**config.mk**
```make
export PLATFORM = sky130hd
export DESIGN_NAME = ddr3_ctrl_top
export DESIGN_NICKNAME = d
export VERILOG_FILES = /design/src/rtl/ddr3_pkg.sv /design/src/rtl/ddr3_req_decode.sv /design/src/rtl/ddr3_bank_fsm.sv /design/src/rtl/ddr3_cmd_arb.sv /design/src/rtl/ddr3_ctrl_top.sv
export VERILOG_INCLUDE_DIRS = /design/src /design/src/rtl
export SDC_FILE = /design/constraint.sdc
export NUM_CORES = 1
export LEC_CHECK = 0
export BUFFER_PORTS_ARGS = -buffer_cell sky130_fd_sc_hd__clkbuf_2
export CAP_MARGIN = 20
export CORE_ASPECT_RATIO = 0.5
export CORE_MARGIN = 3
export CORE_UTILIZATION = 33
export CTS_CLUSTER_DIAMETER = 80
export CTS_CLUSTER_SIZE = 25
export DETAILED_ROUTE_END_ITERATION = 12
export GPL_TIMING_DRIVEN = 0
export HOLD_SLACK_MARGIN = 0.06
export PLACE_DENSITY_LB_ADDON = 0.15
export SLEW_MARGIN = 20
export SYNTH_ARGS = -nofsm -noshare
export SYNTH_HDL_FRONTEND = slang
export SYNTH_SLANG_ARGS = --single-unit
```
**constraint.sdc**
```tcl
create_clock -name clock -period 12.3 [get_ports clock]
set_clock_uncertainty 0.05 [all_clocks]
set_input_delay 1.845 -clock clock [delete_from_list [all_inputs] [get_ports clock]]
set_output_delay 1.845 -clock clock [all_outputs]
set_load 0.1 [all_outputs]
```
**src/rtl/ddr3_params.svh**
```systemverilog
`ifndef DDR3_PARAMS_SVH
`define DDR3_PARAMS_SVH

// Geometry of one DDR3 device
`define DDR_BANKS      8
`define DDR_BANK_BITS  3
`define DDR_ROW_BITS   13
`define DDR_COL_BITS   10

// Request address is {bank, row, col}
`define DDR_ADDR_BITS  26

// DFI data path
`define DDR_DATA_BITS  32
`define DDR_MASK_BITS  4    // One bit per byte lane
`define DDR_TAG_BITS   4

// Latencies in controller clocks
`define DDR_CL         6
`define DDR_CWL        6

// Minimum command spacings in clocks
`define DDR_TRCD       3    // ACT to RD/WR
`define DDR_TRP        3    // PRE to ACT
`define DDR_TRAS       8    // ACT to PRE

// Command encodings as {ras_n, cas_n, we_n}
`define DDR_CMD_NOP    3'b111
`define DDR_CMD_ACT    3'b011
`define DDR_CMD_RD     3'b101
`define DDR_CMD_WR     3'b100
`define DDR_CMD_PRE    3'b010

`endif

```
**src/rtl/ddr3_pkg.sv**
```systemverilog
`default_nettype none
`include "ddr3_params.svh"

package ddr3_pkg;

  // One DFI address word. ACT reads it as a row, RD/WR as a column
  typedef union packed {
    logic [`DDR_ROW_BITS-1:0] row;
    struct packed {
      logic [1:0]               spare;
      logic                     ap;   // A10 auto-precharge
      logic [`DDR_COL_BITS-1:0] col;
    } col;
  } ddr3_dfi_addr_u;

endpackage

`default_nettype wire

```
**src/rtl/ddr3_req_decode.sv**
```systemverilog
`default_nettype none
`include "ddr3_params.svh"

module ddr3_req_decode (
  input  logic                      clock,
  input  logic                      rst_n_i,

  input  logic                      req_valid_i,
  output logic                      req_ready_o,
  input  logic                      req_we_i,
  input  logic [`DDR_ADDR_BITS-1:0] req_addr_i,
  input  logic [`DDR_TAG_BITS-1:0]  req_tag_i,
  input  logic [`DDR_DATA_BITS-1:0] req_wdata_i,
  input  logic [`DDR_MASK_BITS-1:0] req_wmask_i,

  input  logic [`DDR_BANKS-1:0]     bank_busy_i,
  output logic [`DDR_BANKS-1:0]     bank_load_o,
  output logic                      bank_we_o,
  output logic [`DDR_ROW_BITS-1:0]  bank_row_o,
  output logic [`DDR_COL_BITS-1:0]  bank_col_o,
  output logic [`DDR_TAG_BITS-1:0]  bank_tag_o,
  output logic [`DDR_DATA_BITS-1:0] bank_wdata_o,
  output logic [`DDR_MASK_BITS-1:0] bank_wmask_o
);

  logic [`DDR_BANK_BITS-1:0] req_bank;

  // Address split, bank on top
  assign req_bank   = req_addr_i[`DDR_ADDR_BITS-1 -: `DDR_BANK_BITS];
  assign bank_row_o = req_addr_i[`DDR_COL_BITS +: `DDR_ROW_BITS];
  assign bank_col_o = req_addr_i[`DDR_COL_BITS-1:0];

  // Shared fields, only the loaded bank takes them
  assign bank_we_o    = req_we_i;
  assign bank_tag_o   = req_tag_i;
  assign bank_wdata_o = req_wdata_i;
  assign bank_wmask_o = req_wmask_i;

  // Stall only for a bank that still holds a request
  assign req_ready_o = ~bank_busy_i[req_bank];

  always_comb begin
    bank_load_o = '0;
    if (req_valid_i && req_ready_o) begin
      bank_load_o[req_bank] = 1'b1;
    end
  end

  // A bank machine never gets a second request on top of its first
  a_load_not_busy: assert property (
    @(posedge clock) disable iff (!rst_n_i)
    (bank_load_o & bank_busy_i) == '0
  );

endmodule

`default_nettype wire

```
**src/rtl/ddr3_bank_fsm.sv**
```systemverilog
`default_nettype none
`include "ddr3_params.svh"

module ddr3_bank_fsm
  import ddr3_pkg::*;
(
  input  logic                      clock,
  input  logic                      rst_n_i,

  input  logic                      load_i,
  input  logic                      we_i,
  input  logic [`DDR_ROW_BITS-1:0]  row_i,
  input  logic [`DDR_COL_BITS-1:0]  col_i,
  input  logic [`DDR_TAG_BITS-1:0]  tag_i,
  input  logic [`DDR_DATA_BITS-1:0] wdata_i,
  input  logic [`DDR_MASK_BITS-1:0] wmask_i,
  output logic                      busy_o,

  output logic                      cmd_req_o,
  input  logic                      grant_i,
  output logic [2:0]                cmd_code_o,
  output ddr3_dfi_addr_u            cmd_addr_o,
  output logic [`DDR_TAG_BITS-1:0]  cmd_tag_o,
  output logic [`DDR_DATA_BITS-1:0] cmd_wdata_o,
  output logic [`DDR_MASK_BITS-1:0] cmd_wmask_o
);

  localparam int CNT_BITS = 4;

  logic                     held_q;
  logic                     we_q;
  logic [`DDR_ROW_BITS-1:0] row_q;
  logic [`DDR_COL_BITS-1:0] col_q;
  logic                     row_open_q;
  logic [`DDR_ROW_BITS-1:0] open_row_q;
  logic [CNT_BITS-1:0]      wait_cnt_q;   // tRP / tRCD hold-off
  logic [CNT_BITS-1:0]      ras_cnt_q;    // tRAS before PRE
  logic                     row_hit;

  assign busy_o  = held_q;
  assign row_hit = row_open_q && (open_row_q == row_q);

  // Open-page choice of the next command
  always_comb begin
    cmd_addr_o = '0;
    if (row_hit) begin
      cmd_code_o         = we_q ? `DDR_CMD_WR : `DDR_CMD_RD;
      cmd_addr_o.col.col = col_q;
    end else if (row_open_q) begin
      cmd_code_o = `DDR_CMD_PRE;        // A10 low, this bank only
    end else begin
      cmd_code_o     = `DDR_CMD_ACT;
      cmd_addr_o.row = row_q;
    end
  end

  assign cmd_req_o = held_q && (wait_cnt_q == '0) &&
                     (row_hit || !row_open_q || (ras_cnt_q == '0));

  always_ff @(posedge clock or negedge rst_n_i) begin
    if (!rst_n_i) begin
      held_q     <= 1'b0;
      row_open_q <= 1'b0;
      wait_cnt_q <= '0;
      ras_cnt_q  <= '0;
    end else begin
      if (wait_cnt_q != '0) wait_cnt_q <= wait_cnt_q - 1'b1;
      if (ras_cnt_q != '0) ras_cnt_q <= ras_cnt_q - 1'b1;
      if (load_i) held_q <= 1'b1;

      if (grant_i) begin
        case (cmd_code_o)
          `DDR_CMD_ACT: begin
            row_open_q <= 1'b1;
            wait_cnt_q <= CNT_BITS'(`DDR_TRCD - 1);
            ras_cnt_q  <= CNT_BITS'(`DDR_TRAS - 1);
          end
          `DDR_CMD_PRE: begin
            row_open_q <= 1'b0;
            wait_cnt_q <= CNT_BITS'(`DDR_TRP - 1);
          end
          default: held_q <= 1'b0;      // RD or WR retires the request
        endcase
      end
    end
  end

  // Request payload
  always_ff @(posedge clock) begin
    if (load_i) begin
      we_q        <= we_i;
      row_q       <= row_i;
      col_q       <= col_i;
      cmd_tag_o   <= tag_i;
      cmd_wdata_o <= wdata_i;
      cmd_wmask_o <= wmask_i;
    end
    if (grant_i && cmd_code_o == `DDR_CMD_ACT) open_row_q <= row_q;
  end

  a_rdwr_row_open: assert property (
    @(posedge clock) disable iff (!rst_n_i)
    cmd_req_o && (cmd_code_o == `DDR_CMD_RD || cmd_code_o == `DDR_CMD_WR)
      |-> row_open_q && (open_row_q == row_q)
  );

  // The arbiter must only grant a raised request
  a_grant_needs_req: assert property (
    @(posedge clock) disable iff (!rst_n_i)
    grant_i |-> cmd_req_o
  );

endmodule

`default_nettype wire

```
**src/rtl/ddr3_cmd_arb.sv**
```systemverilog
`default_nettype none
`include "ddr3_params.svh"

module ddr3_cmd_arb
  import ddr3_pkg::*;
(
  input  logic                      clock,
  input  logic                      rst_n_i,

  input  logic [`DDR_BANKS-1:0]     cmd_req_i,
  output logic [`DDR_BANKS-1:0]     cmd_grant_o,
  input  logic [2:0]                cmd_code_i  [`DDR_BANKS],
  input  ddr3_dfi_addr_u            cmd_addr_i  [`DDR_BANKS],
  input  logic [`DDR_TAG_BITS-1:0]  cmd_tag_i   [`DDR_BANKS],
  input  logic [`DDR_DATA_BITS-1:0] cmd_wdata_i [`DDR_BANKS],
  input  logic [`DDR_MASK_BITS-1:0] cmd_wmask_i [`DDR_BANKS],

  output logic                      dfi_rst_no,
  output logic                      dfi_cke_o,
  output logic                      dfi_cs_no,
  output logic                      dfi_ras_no,
  output logic                      dfi_cas_no,
  output logic                      dfi_we_no,
  output logic [`DDR_BANK_BITS-1:0] dfi_bank_o,
  output logic [`DDR_ROW_BITS-1:0]  dfi_addr_o,
  output logic                      dfi_wren_o,
  output logic [`DDR_MASK_BITS-1:0] dfi_mask_o,   // Set bit enables the byte
  output logic [`DDR_DATA_BITS-1:0] dfi_data_o,
  input  logic                      dfi_valid_i,
  input  logic [`DDR_DATA_BITS-1:0] dfi_data_i,

  output logic                      rsp_valid_o,
  output logic [`DDR_TAG_BITS-1:0]  rsp_tag_o,
  output logic [`DDR_DATA_BITS-1:0] rsp_rdata_o
);

  localparam int BB        = `DDR_BANK_BITS;
  localparam int TAG_DEPTH = 1 << $clog2(`DDR_CL + 2);  // Covers every RD in flight
  localparam int PTR_BITS  = $clog2(TAG_DEPTH);

  logic [BB-1:0]             last_q;
  logic [BB-1:0]             sel;
  logic                      any_grant;
  logic                      is_wr;
  logic                      is_rd;
  logic                      mem_up_q;
  logic [`DDR_CWL-1:0]       wr_en_q;
  logic [`DDR_DATA_BITS-1:0] wr_data_q [`DDR_CWL];
  logic [`DDR_MASK_BITS-1:0] wr_mask_q [`DDR_CWL];
  logic [`DDR_TAG_BITS-1:0]  tag_mem [TAG_DEPTH];
  logic [PTR_BITS-1:0]       tag_wr_q;
  logic [PTR_BITS-1:0]       tag_rd_q;
  logic [PTR_BITS:0]         tag_cnt_q;

  // Rotating priority starting just after the last winner
  always_comb begin
    logic [BB-1:0] idx;
    sel         = last_q;
    any_grant   = 1'b0;
    cmd_grant_o = '0;
    for (int i = 1; i <= `DDR_BANKS; i++) begin
      idx = last_q + BB'(i);
      if (!any_grant && cmd_req_i[idx]) begin
        any_grant = 1'b1;
        sel       = idx;
      end
    end
    if (any_grant) cmd_grant_o[sel] = 1'b1;
  end

  assign is_wr = any_grant && (cmd_code_i[sel] == `DDR_CMD_WR);
  assign is_rd = any_grant && (cmd_code_i[sel] == `DDR_CMD_RD);

  // No init sequence, memory is taken as ready
  assign dfi_rst_no = mem_up_q;
  assign dfi_cke_o  = mem_up_q;

  always_ff @(posedge clock or negedge rst_n_i) begin
    if (!rst_n_i) begin
      mem_up_q   <= 1'b0;
      last_q     <= '1;                 // Bank 0 wins first
      dfi_cs_no  <= 1'b1;
      {dfi_ras_no, dfi_cas_no, dfi_we_no} <= `DDR_CMD_NOP;
      wr_en_q    <= '0;
      dfi_wren_o <= 1'b0;
      tag_wr_q   <= '0;
      tag_rd_q   <= '0;
      tag_cnt_q  <= '0;
      rsp_valid_o <= 1'b0;
    end else begin
      mem_up_q  <= 1'b1;
      dfi_cs_no <= !any_grant;
      {dfi_ras_no, dfi_cas_no, dfi_we_no} <= any_grant ? cmd_code_i[sel] : `DDR_CMD_NOP;
      if (any_grant) last_q <= sel;

      wr_en_q    <= {wr_en_q[`DDR_CWL-2:0], is_wr};
      dfi_wren_o <= wr_en_q[`DDR_CWL-1];

      if (is_rd) tag_wr_q <= tag_wr_q + 1'b1;
      if (dfi_valid_i) tag_rd_q <= tag_rd_q + 1'b1;
      tag_cnt_q   <= tag_cnt_q + is_rd - dfi_valid_i;
      rsp_valid_o <= dfi_valid_i;
    end
  end

  always_ff @(posedge clock) begin
    dfi_bank_o   <= sel;
    dfi_addr_o   <= cmd_addr_i[sel];
    wr_data_q[0] <= cmd_wdata_i[sel];
    wr_mask_q[0] <= cmd_wmask_i[sel];
    for (int k = 1; k < `DDR_CWL; k++) begin
      wr_data_q[k] <= wr_data_q[k-1];
      wr_mask_q[k] <= wr_mask_q[k-1];
    end
    dfi_data_o <= wr_data_q[`DDR_CWL-1];  // Lands CWL after the WR cycle
    dfi_mask_o <= wr_mask_q[`DDR_CWL-1];
    if (is_rd) tag_mem[tag_wr_q] <= cmd_tag_i[sel];
    rsp_tag_o   <= tag_mem[tag_rd_q];
    rsp_rdata_o <= dfi_data_i;
  end

  a_grant_onehot: assert property (
    @(posedge clock) disable iff (!rst_n_i)
    $onehot0(cmd_grant_o)
  );

  // Read data without an outstanding RD means a lost or extra beat
  a_tag_no_underflow: assert property (
    @(posedge clock) disable iff (!rst_n_i)
    dfi_valid_i |-> tag_cnt_q != '0
  );

endmodule

`default_nettype wire

```
**src/rtl/ddr3_ctrl_top.sv**
```systemverilog
`default_nettype none
`include "ddr3_params.svh"

module ddr3_ctrl_top
  import ddr3_pkg::*;
(
  input  logic                      clock,
  input  logic                      rst_n_i,

  input  logic                      req_valid_i,
  output logic                      req_ready_o,
  input  logic                      req_we_i,
  input  logic [`DDR_ADDR_BITS-1:0] req_addr_i,
  input  logic [`DDR_TAG_BITS-1:0]  req_tag_i,
  input  logic [`DDR_DATA_BITS-1:0] req_wdata_i,
  input  logic [`DDR_MASK_BITS-1:0] req_wmask_i,

  output logic                      rsp_valid_o,
  output logic [`DDR_TAG_BITS-1:0]  rsp_tag_o,
  output logic [`DDR_DATA_BITS-1:0] rsp_rdata_o,

  output logic                      dfi_rst_no,
  output logic                      dfi_cke_o,
  output logic                      dfi_cs_no,
  output logic                      dfi_ras_no,
  output logic                      dfi_cas_no,
  output logic                      dfi_we_no,
  output logic [`DDR_BANK_BITS-1:0] dfi_bank_o,
  output logic [`DDR_ROW_BITS-1:0]  dfi_addr_o,
  output logic                      dfi_wren_o,
  output logic [`DDR_MASK_BITS-1:0] dfi_mask_o,
  output logic [`DDR_DATA_BITS-1:0] dfi_data_o,
  input  logic                      dfi_valid_i,
  input  logic [`DDR_DATA_BITS-1:0] dfi_data_i
);

  // Decoder to bank machines
  logic [`DDR_BANKS-1:0]     bank_load;
  logic [`DDR_BANKS-1:0]     bank_busy;
  logic                      bank_we;
  logic [`DDR_ROW_BITS-1:0]  bank_row;
  logic [`DDR_COL_BITS-1:0]  bank_col;
  logic [`DDR_TAG_BITS-1:0]  bank_tag;
  logic [`DDR_DATA_BITS-1:0] bank_wdata;
  logic [`DDR_MASK_BITS-1:0] bank_wmask;

  // Bank machines to arbiter
  logic [`DDR_BANKS-1:0]     cmd_req;
  logic [`DDR_BANKS-1:0]     cmd_grant;
  logic [2:0]                cmd_code  [`DDR_BANKS];
  ddr3_dfi_addr_u            cmd_addr  [`DDR_BANKS];
  logic [`DDR_TAG_BITS-1:0]  cmd_tag   [`DDR_BANKS];
  logic [`DDR_DATA_BITS-1:0] cmd_wdata [`DDR_BANKS];
  logic [`DDR_MASK_BITS-1:0] cmd_wmask [`DDR_BANKS];

  ddr3_req_decode ddr3_req_decode_inst (
    .clock        (clock),
    .rst_n_i      (rst_n_i),
    .req_valid_i  (req_valid_i),
    .req_ready_o  (req_ready_o),
    .req_we_i     (req_we_i),
    .req_addr_i   (req_addr_i),
    .req_tag_i    (req_tag_i),
    .req_wdata_i  (req_wdata_i),
    .req_wmask_i  (req_wmask_i),
    .bank_busy_i  (bank_busy),
    .bank_load_o  (bank_load),
    .bank_we_o    (bank_we),
    .bank_row_o   (bank_row),
    .bank_col_o   (bank_col),
    .bank_tag_o   (bank_tag),
    .bank_wdata_o (bank_wdata),
    .bank_wmask_o (bank_wmask)
  );

  // One open-page machine per bank
  for (genvar b = 0; b < `DDR_BANKS; b++) begin : g_bank
    ddr3_bank_fsm ddr3_bank_fsm_inst (
      .clock       (clock),
      .rst_n_i     (rst_n_i),
      .load_i      (bank_load[b]),
      .we_i        (bank_we),
      .row_i       (bank_row),
      .col_i       (bank_col),
      .tag_i       (bank_tag),
      .wdata_i     (bank_wdata),
      .wmask_i     (bank_wmask),
      .busy_o      (bank_busy[b]),
      .cmd_req_o   (cmd_req[b]),
      .grant_i     (cmd_grant[b]),
      .cmd_code_o  (cmd_code[b]),
      .cmd_addr_o  (cmd_addr[b]),
      .cmd_tag_o   (cmd_tag[b]),
      .cmd_wdata_o (cmd_wdata[b]),
      .cmd_wmask_o (cmd_wmask[b])
    );
  end

  ddr3_cmd_arb ddr3_cmd_arb_inst (
    .clock       (clock),
    .rst_n_i     (rst_n_i),
    .cmd_req_i   (cmd_req),
    .cmd_grant_o (cmd_grant),
    .cmd_code_i  (cmd_code),
    .cmd_addr_i  (cmd_addr),
    .cmd_tag_i   (cmd_tag),
    .cmd_wdata_i (cmd_wdata),
    .cmd_wmask_i (cmd_wmask),
    .dfi_rst_no  (dfi_rst_no),
    .dfi_cke_o   (dfi_cke_o),
    .dfi_cs_no   (dfi_cs_no),
    .dfi_ras_no  (dfi_ras_no),
    .dfi_cas_no  (dfi_cas_no),
    .dfi_we_no   (dfi_we_no),
    .dfi_bank_o  (dfi_bank_o),
    .dfi_addr_o  (dfi_addr_o),
    .dfi_wren_o  (dfi_wren_o),
    .dfi_mask_o  (dfi_mask_o),
    .dfi_data_o  (dfi_data_o),
    .dfi_valid_i (dfi_valid_i),
    .dfi_data_i  (dfi_data_i),
    .rsp_valid_o (rsp_valid_o),
    .rsp_tag_o   (rsp_tag_o),
    .rsp_rdata_o (rsp_rdata_o)
  );

endmodule

`default_nettype wire

```
==> results_dict.tcl <==
set metrics [dict create \
    initial_core_util_pct 33.38 \
    utilization_pct 38.10 \
    drtPass1Iterations 5 \
    yosysTopAreaCell "edfxtp_1" \
    cts_max_path_buffers 3 \
    die_h_um 245.2 \
    first_global_vias 20484 \
    min_path_type "register to register" \
    fin_nets 2809 \
    vias_per_cell 4.874 \
    syn2layout_area_growth_pct 14.16 \
    syn_avg_cell_area_um2 15.87 \
    n_antenna_cell 0 \
    hold_viol 0 \
    maxSlewHeadroom_pct 27.85 \
    syn_area_mm2 0.03775 \
    grt_max_degree 81 \
    clock-root-buffer "clkbuf_16" \
    grt_pass1_wl_um 141300 \
    finalCritPeriodShare_pct 53.34 \
    tightestPinTransition_ns 1.068 \
    avgRoutedWirePerCell_um 22.98 \
    grt_setup_unrepaired "false" \
    num_rows 87 \
    drc 0 \
    finalCriticalPeriod_ns 6.560 \
    finalSetupViolCount 0 \
    die_area_mm2 0.1187 \
    synth-seq-cells 1054 \
    cts_tree "yes" \
    final_max_slew_viol_count 0 \
    grt_use_total_pct 16.13 \
    synth_edf_count 648 \
    holdBufCountCts 0 \
    grt-ovfl-total 0 \
    synthDistinctLibCells 94 \
    drt_iter0_drc 2012 \
    post_synth_main_area_contributors "edfxtp_1 52%, dfxtp_1 16%, dfrtp_1 6.3%" \
    yosys_warnings 0 \
    vias 20632 \
    synth_cells 2379 \
    cts_resized 0 \
    place.gp.congestion 0.8732 \
    endpoint_kind "register" \
    fin_tns_setup_ns 0 \
    drive_gt1_share_pct 17.98 \
    fmax_ghz 0.1524 \
    async_flop_share_pct 9.677 \
    dp_hpwl_um 68000 \
    status "finished, final reports clean" \
    post-cts-setup-buffers 0 \
    synth_fp_nets 2510 \
    start_kind "register" \
    timing.max_cap.violations 0 \
    die_w_um 484.3 \
    synth_top_area_share_pct 51.55 \
    ios 200 \
    clk_pin_slew_worst_paths_ns 0.11 \
    crit_required_ns 12.55 \
    drt-total-wl_um 97260 \
    critPathKind "register to register" \
    cts_num_sinks 1054 \
    clock_latency_ns 0.69 \
    core_region_area_mm2 0.1131 \
    ys_seq_area_share_pct 74.46 \
    io_buffer_count 197 \
    synth_ff_type "edfxtp_1" \
    htreeDepth 2 \
    synth_most_common_cell "edfxtp_1" \
    cts_buffers 50 \
    ant_nets 0 \
    antenna_found_initial 9 \
    cp_max_fo 14 \
    synthTopCellsByCount "648 x edfxtp_1, 304 x dfxtp_1, 190 x nand2_1" \
    cp.arrival_ns 6.81 \
]
-- placed cells by master (no fill, tap or decap), types with 14 or more instances in the layout --
master     Yosys  routed
a211oi_1      37      37
a21oi_1      114     114
a221oi_1      44      44
and3_1        44      44
buf_2         21      21
buf_4          7      24
clkbuf_1      58      93
clkbuf_16      0      50
clkbuf_2       0     197
dfrtp_1       95      95
dfxtp_1      304     304
edfxtp_1     648     648
ha_1          28      28
inv_1         69      69
mux2i_1       35      35
mux4_2        79      79
nand2_1      190     190
nand2b_1      19      19
nand3_1       54      54
nand4_1       14      14
nor2_1        85      72
nor3_1        32      30
nor3b_1       21      21
o21ai_0       43      43
o221ai_1      14      14
xnor2_1      101     101
xor2_1        30      30
-- path summary, 6_finish.rpt --
path / from / depth (start not counted) / slack, ns / to
max in group asynchronous: rst_n_i / 2 / 10.46 / ddr3_cmd_arb_inst.dfi_we_no$_DFF_PN1_
worst min-delay path: ddr3_cmd_arb_inst.wr_data_q[5][17]$_DFF_P_ / 0 / 0.28 / ddr3_cmd_arb_inst.dfi_data_o[17]$_DFF_P_
worst max register to register: g_bank[0].ddr3_bank_fsm_inst.row_q[11]$_DFFE_PP_ / 16 / 5.74 / g_bank[7].ddr3_bank_fsm_inst.open_row_q[1]$_DFFE_PP_
worst min register to register: ddr3_cmd_arb_inst.wr_data_q[5][17]$_DFF_P_ / 0 / 0.28 / ddr3_cmd_arb_inst.dfi_data_o[17]$_DFF_P_
min in group asynchronous: rst_n_i / 1 / 1.00 / g_bank[7].ddr3_bank_fsm_inst.ras_cnt_q[2]$_DFF_PN0_
worst max-delay path: g_bank[0].ddr3_bank_fsm_inst.row_q[11]$_DFFE_PP_ / 16 / 5.74 / g_bank[7].ddr3_bank_fsm_inst.open_row_q[1]$_DFFE_PP_
-- through the flow --
stage / hold slack [ns] / instance area (um^2) / instances / setup WS (ns)
global route: 0.2791 / 43090 / 4233 / 5.284
CTS: 0.2777 / 43080 / 4232 / 5.639
global placement: 0.2599 / 40630 / 4089 / -1.686
floorplan: 0.2596 / 37750 / 2379 / 2.906
detailed placement: 0.2621 / 41520 / 4138 / 5.707
finish: 0.2776 / 43090 / 4233 / 5.740
-- worst max-delay path, stage by stage, from the launching register on --
cell      delay, ns
edfxtp_1       0.49
xnor2_1        0.19
nand4_1        0.30
o41ai_2        0.83
a211oi_1       0.21
a211oi_2       0.42
nand2_1        0.10
o21ai_1        0.21
a211oi_1       0.16
nor4_2         0.37
o21ai_4        0.17
inv_1          0.30
buf_2          0.41
buf_1          0.51
buf_8          0.23
nand3_1        0.39
nor2_2         0.81
-- kinds of logic after synthesis --
group                      Yosys count  share of synthesized area, %
DFF                               1054                         74.46
buffers and inverters              164                         1.790
xor gates and xnor gates           132                         3.083
AOI/OAI and AO/OA                  346                         6.354
adders and majority gates           28                        0.9281
other                                1                      0.009934
and+or+nand+nor                    528                         7.349
muxes                              126                         6.029
-- registers in the layout (all words and copies together), names as in the netlist, 4 cells and up --
| signal | count |
|---|---|
| g_bank.ddr3_bank_fsm_inst.open_row_q | 104 |
| ddr3_cmd_arb_inst.dfi_data_o | 32 |
| g_bank.ddr3_bank_fsm_inst.cmd_wdata_o | 256 |
| g_bank.ddr3_bank_fsm_inst.we_q | 8 |
| g_bank.ddr3_bank_fsm_inst.ras_cnt_q | 32 |
| g_bank.ddr3_bank_fsm_inst.row_open_q | 8 |
| ddr3_cmd_arb_inst.wr_mask_q | 24 |
| ddr3_cmd_arb_inst.dfi_mask_o | 4 |
| ddr3_cmd_arb_inst.wr_data_q | 192 |
| g_bank.ddr3_bank_fsm_inst.cmd_wmask_o | 32 |
| g_bank.ddr3_bank_fsm_inst.cmd_tag_o | 32 |
| ddr3_cmd_arb_inst.wr_en_q | 6 |
| g_bank.ddr3_bank_fsm_inst.busy_o | 8 |
| ddr3_cmd_arb_inst.rsp_rdata_o | 32 |
| g_bank.ddr3_bank_fsm_inst.col_q | 80 |
| g_bank.ddr3_bank_fsm_inst.row_q | 104 |
| g_bank.ddr3_bank_fsm_inst.wait_cnt_q | 32 |
| ddr3_cmd_arb_inst.dfi_addr_o | 13 |
| ddr3_cmd_arb_inst.tag_mem | 32 |
| ddr3_cmd_arb_inst.rsp_tag_o | 4 |
-- metal layers --
metal / global-route usage, % / vias to the layer above / part of all wire, %
met5: 0 / - / 0.058
met4: 3.560 / 10 / 2.0
met3: 2.797 / 106 / 5.2
met2: 25.73 / 455 / 46
met1: 23.08 / 10595 / 47
li1: - / 9466 / -
-- layout make-up --
cell class | count | area (um^2)
repair buffers | 247 | 1804
flip-flops and latches | 1054 | 28110
multi-input cells | 1161 | 9046
clock inverters | 7 | 165.2
well taps | 1513 | 1893
plain buffers | 93 | 410.4
fillers | 10546 | 70010
clock buffers | 87 | 1400
inverters | 71 | 266.5
Power is not shown: default switching activity piles up to over one toggle a cycle in this logic, so the estimate is an artifact.
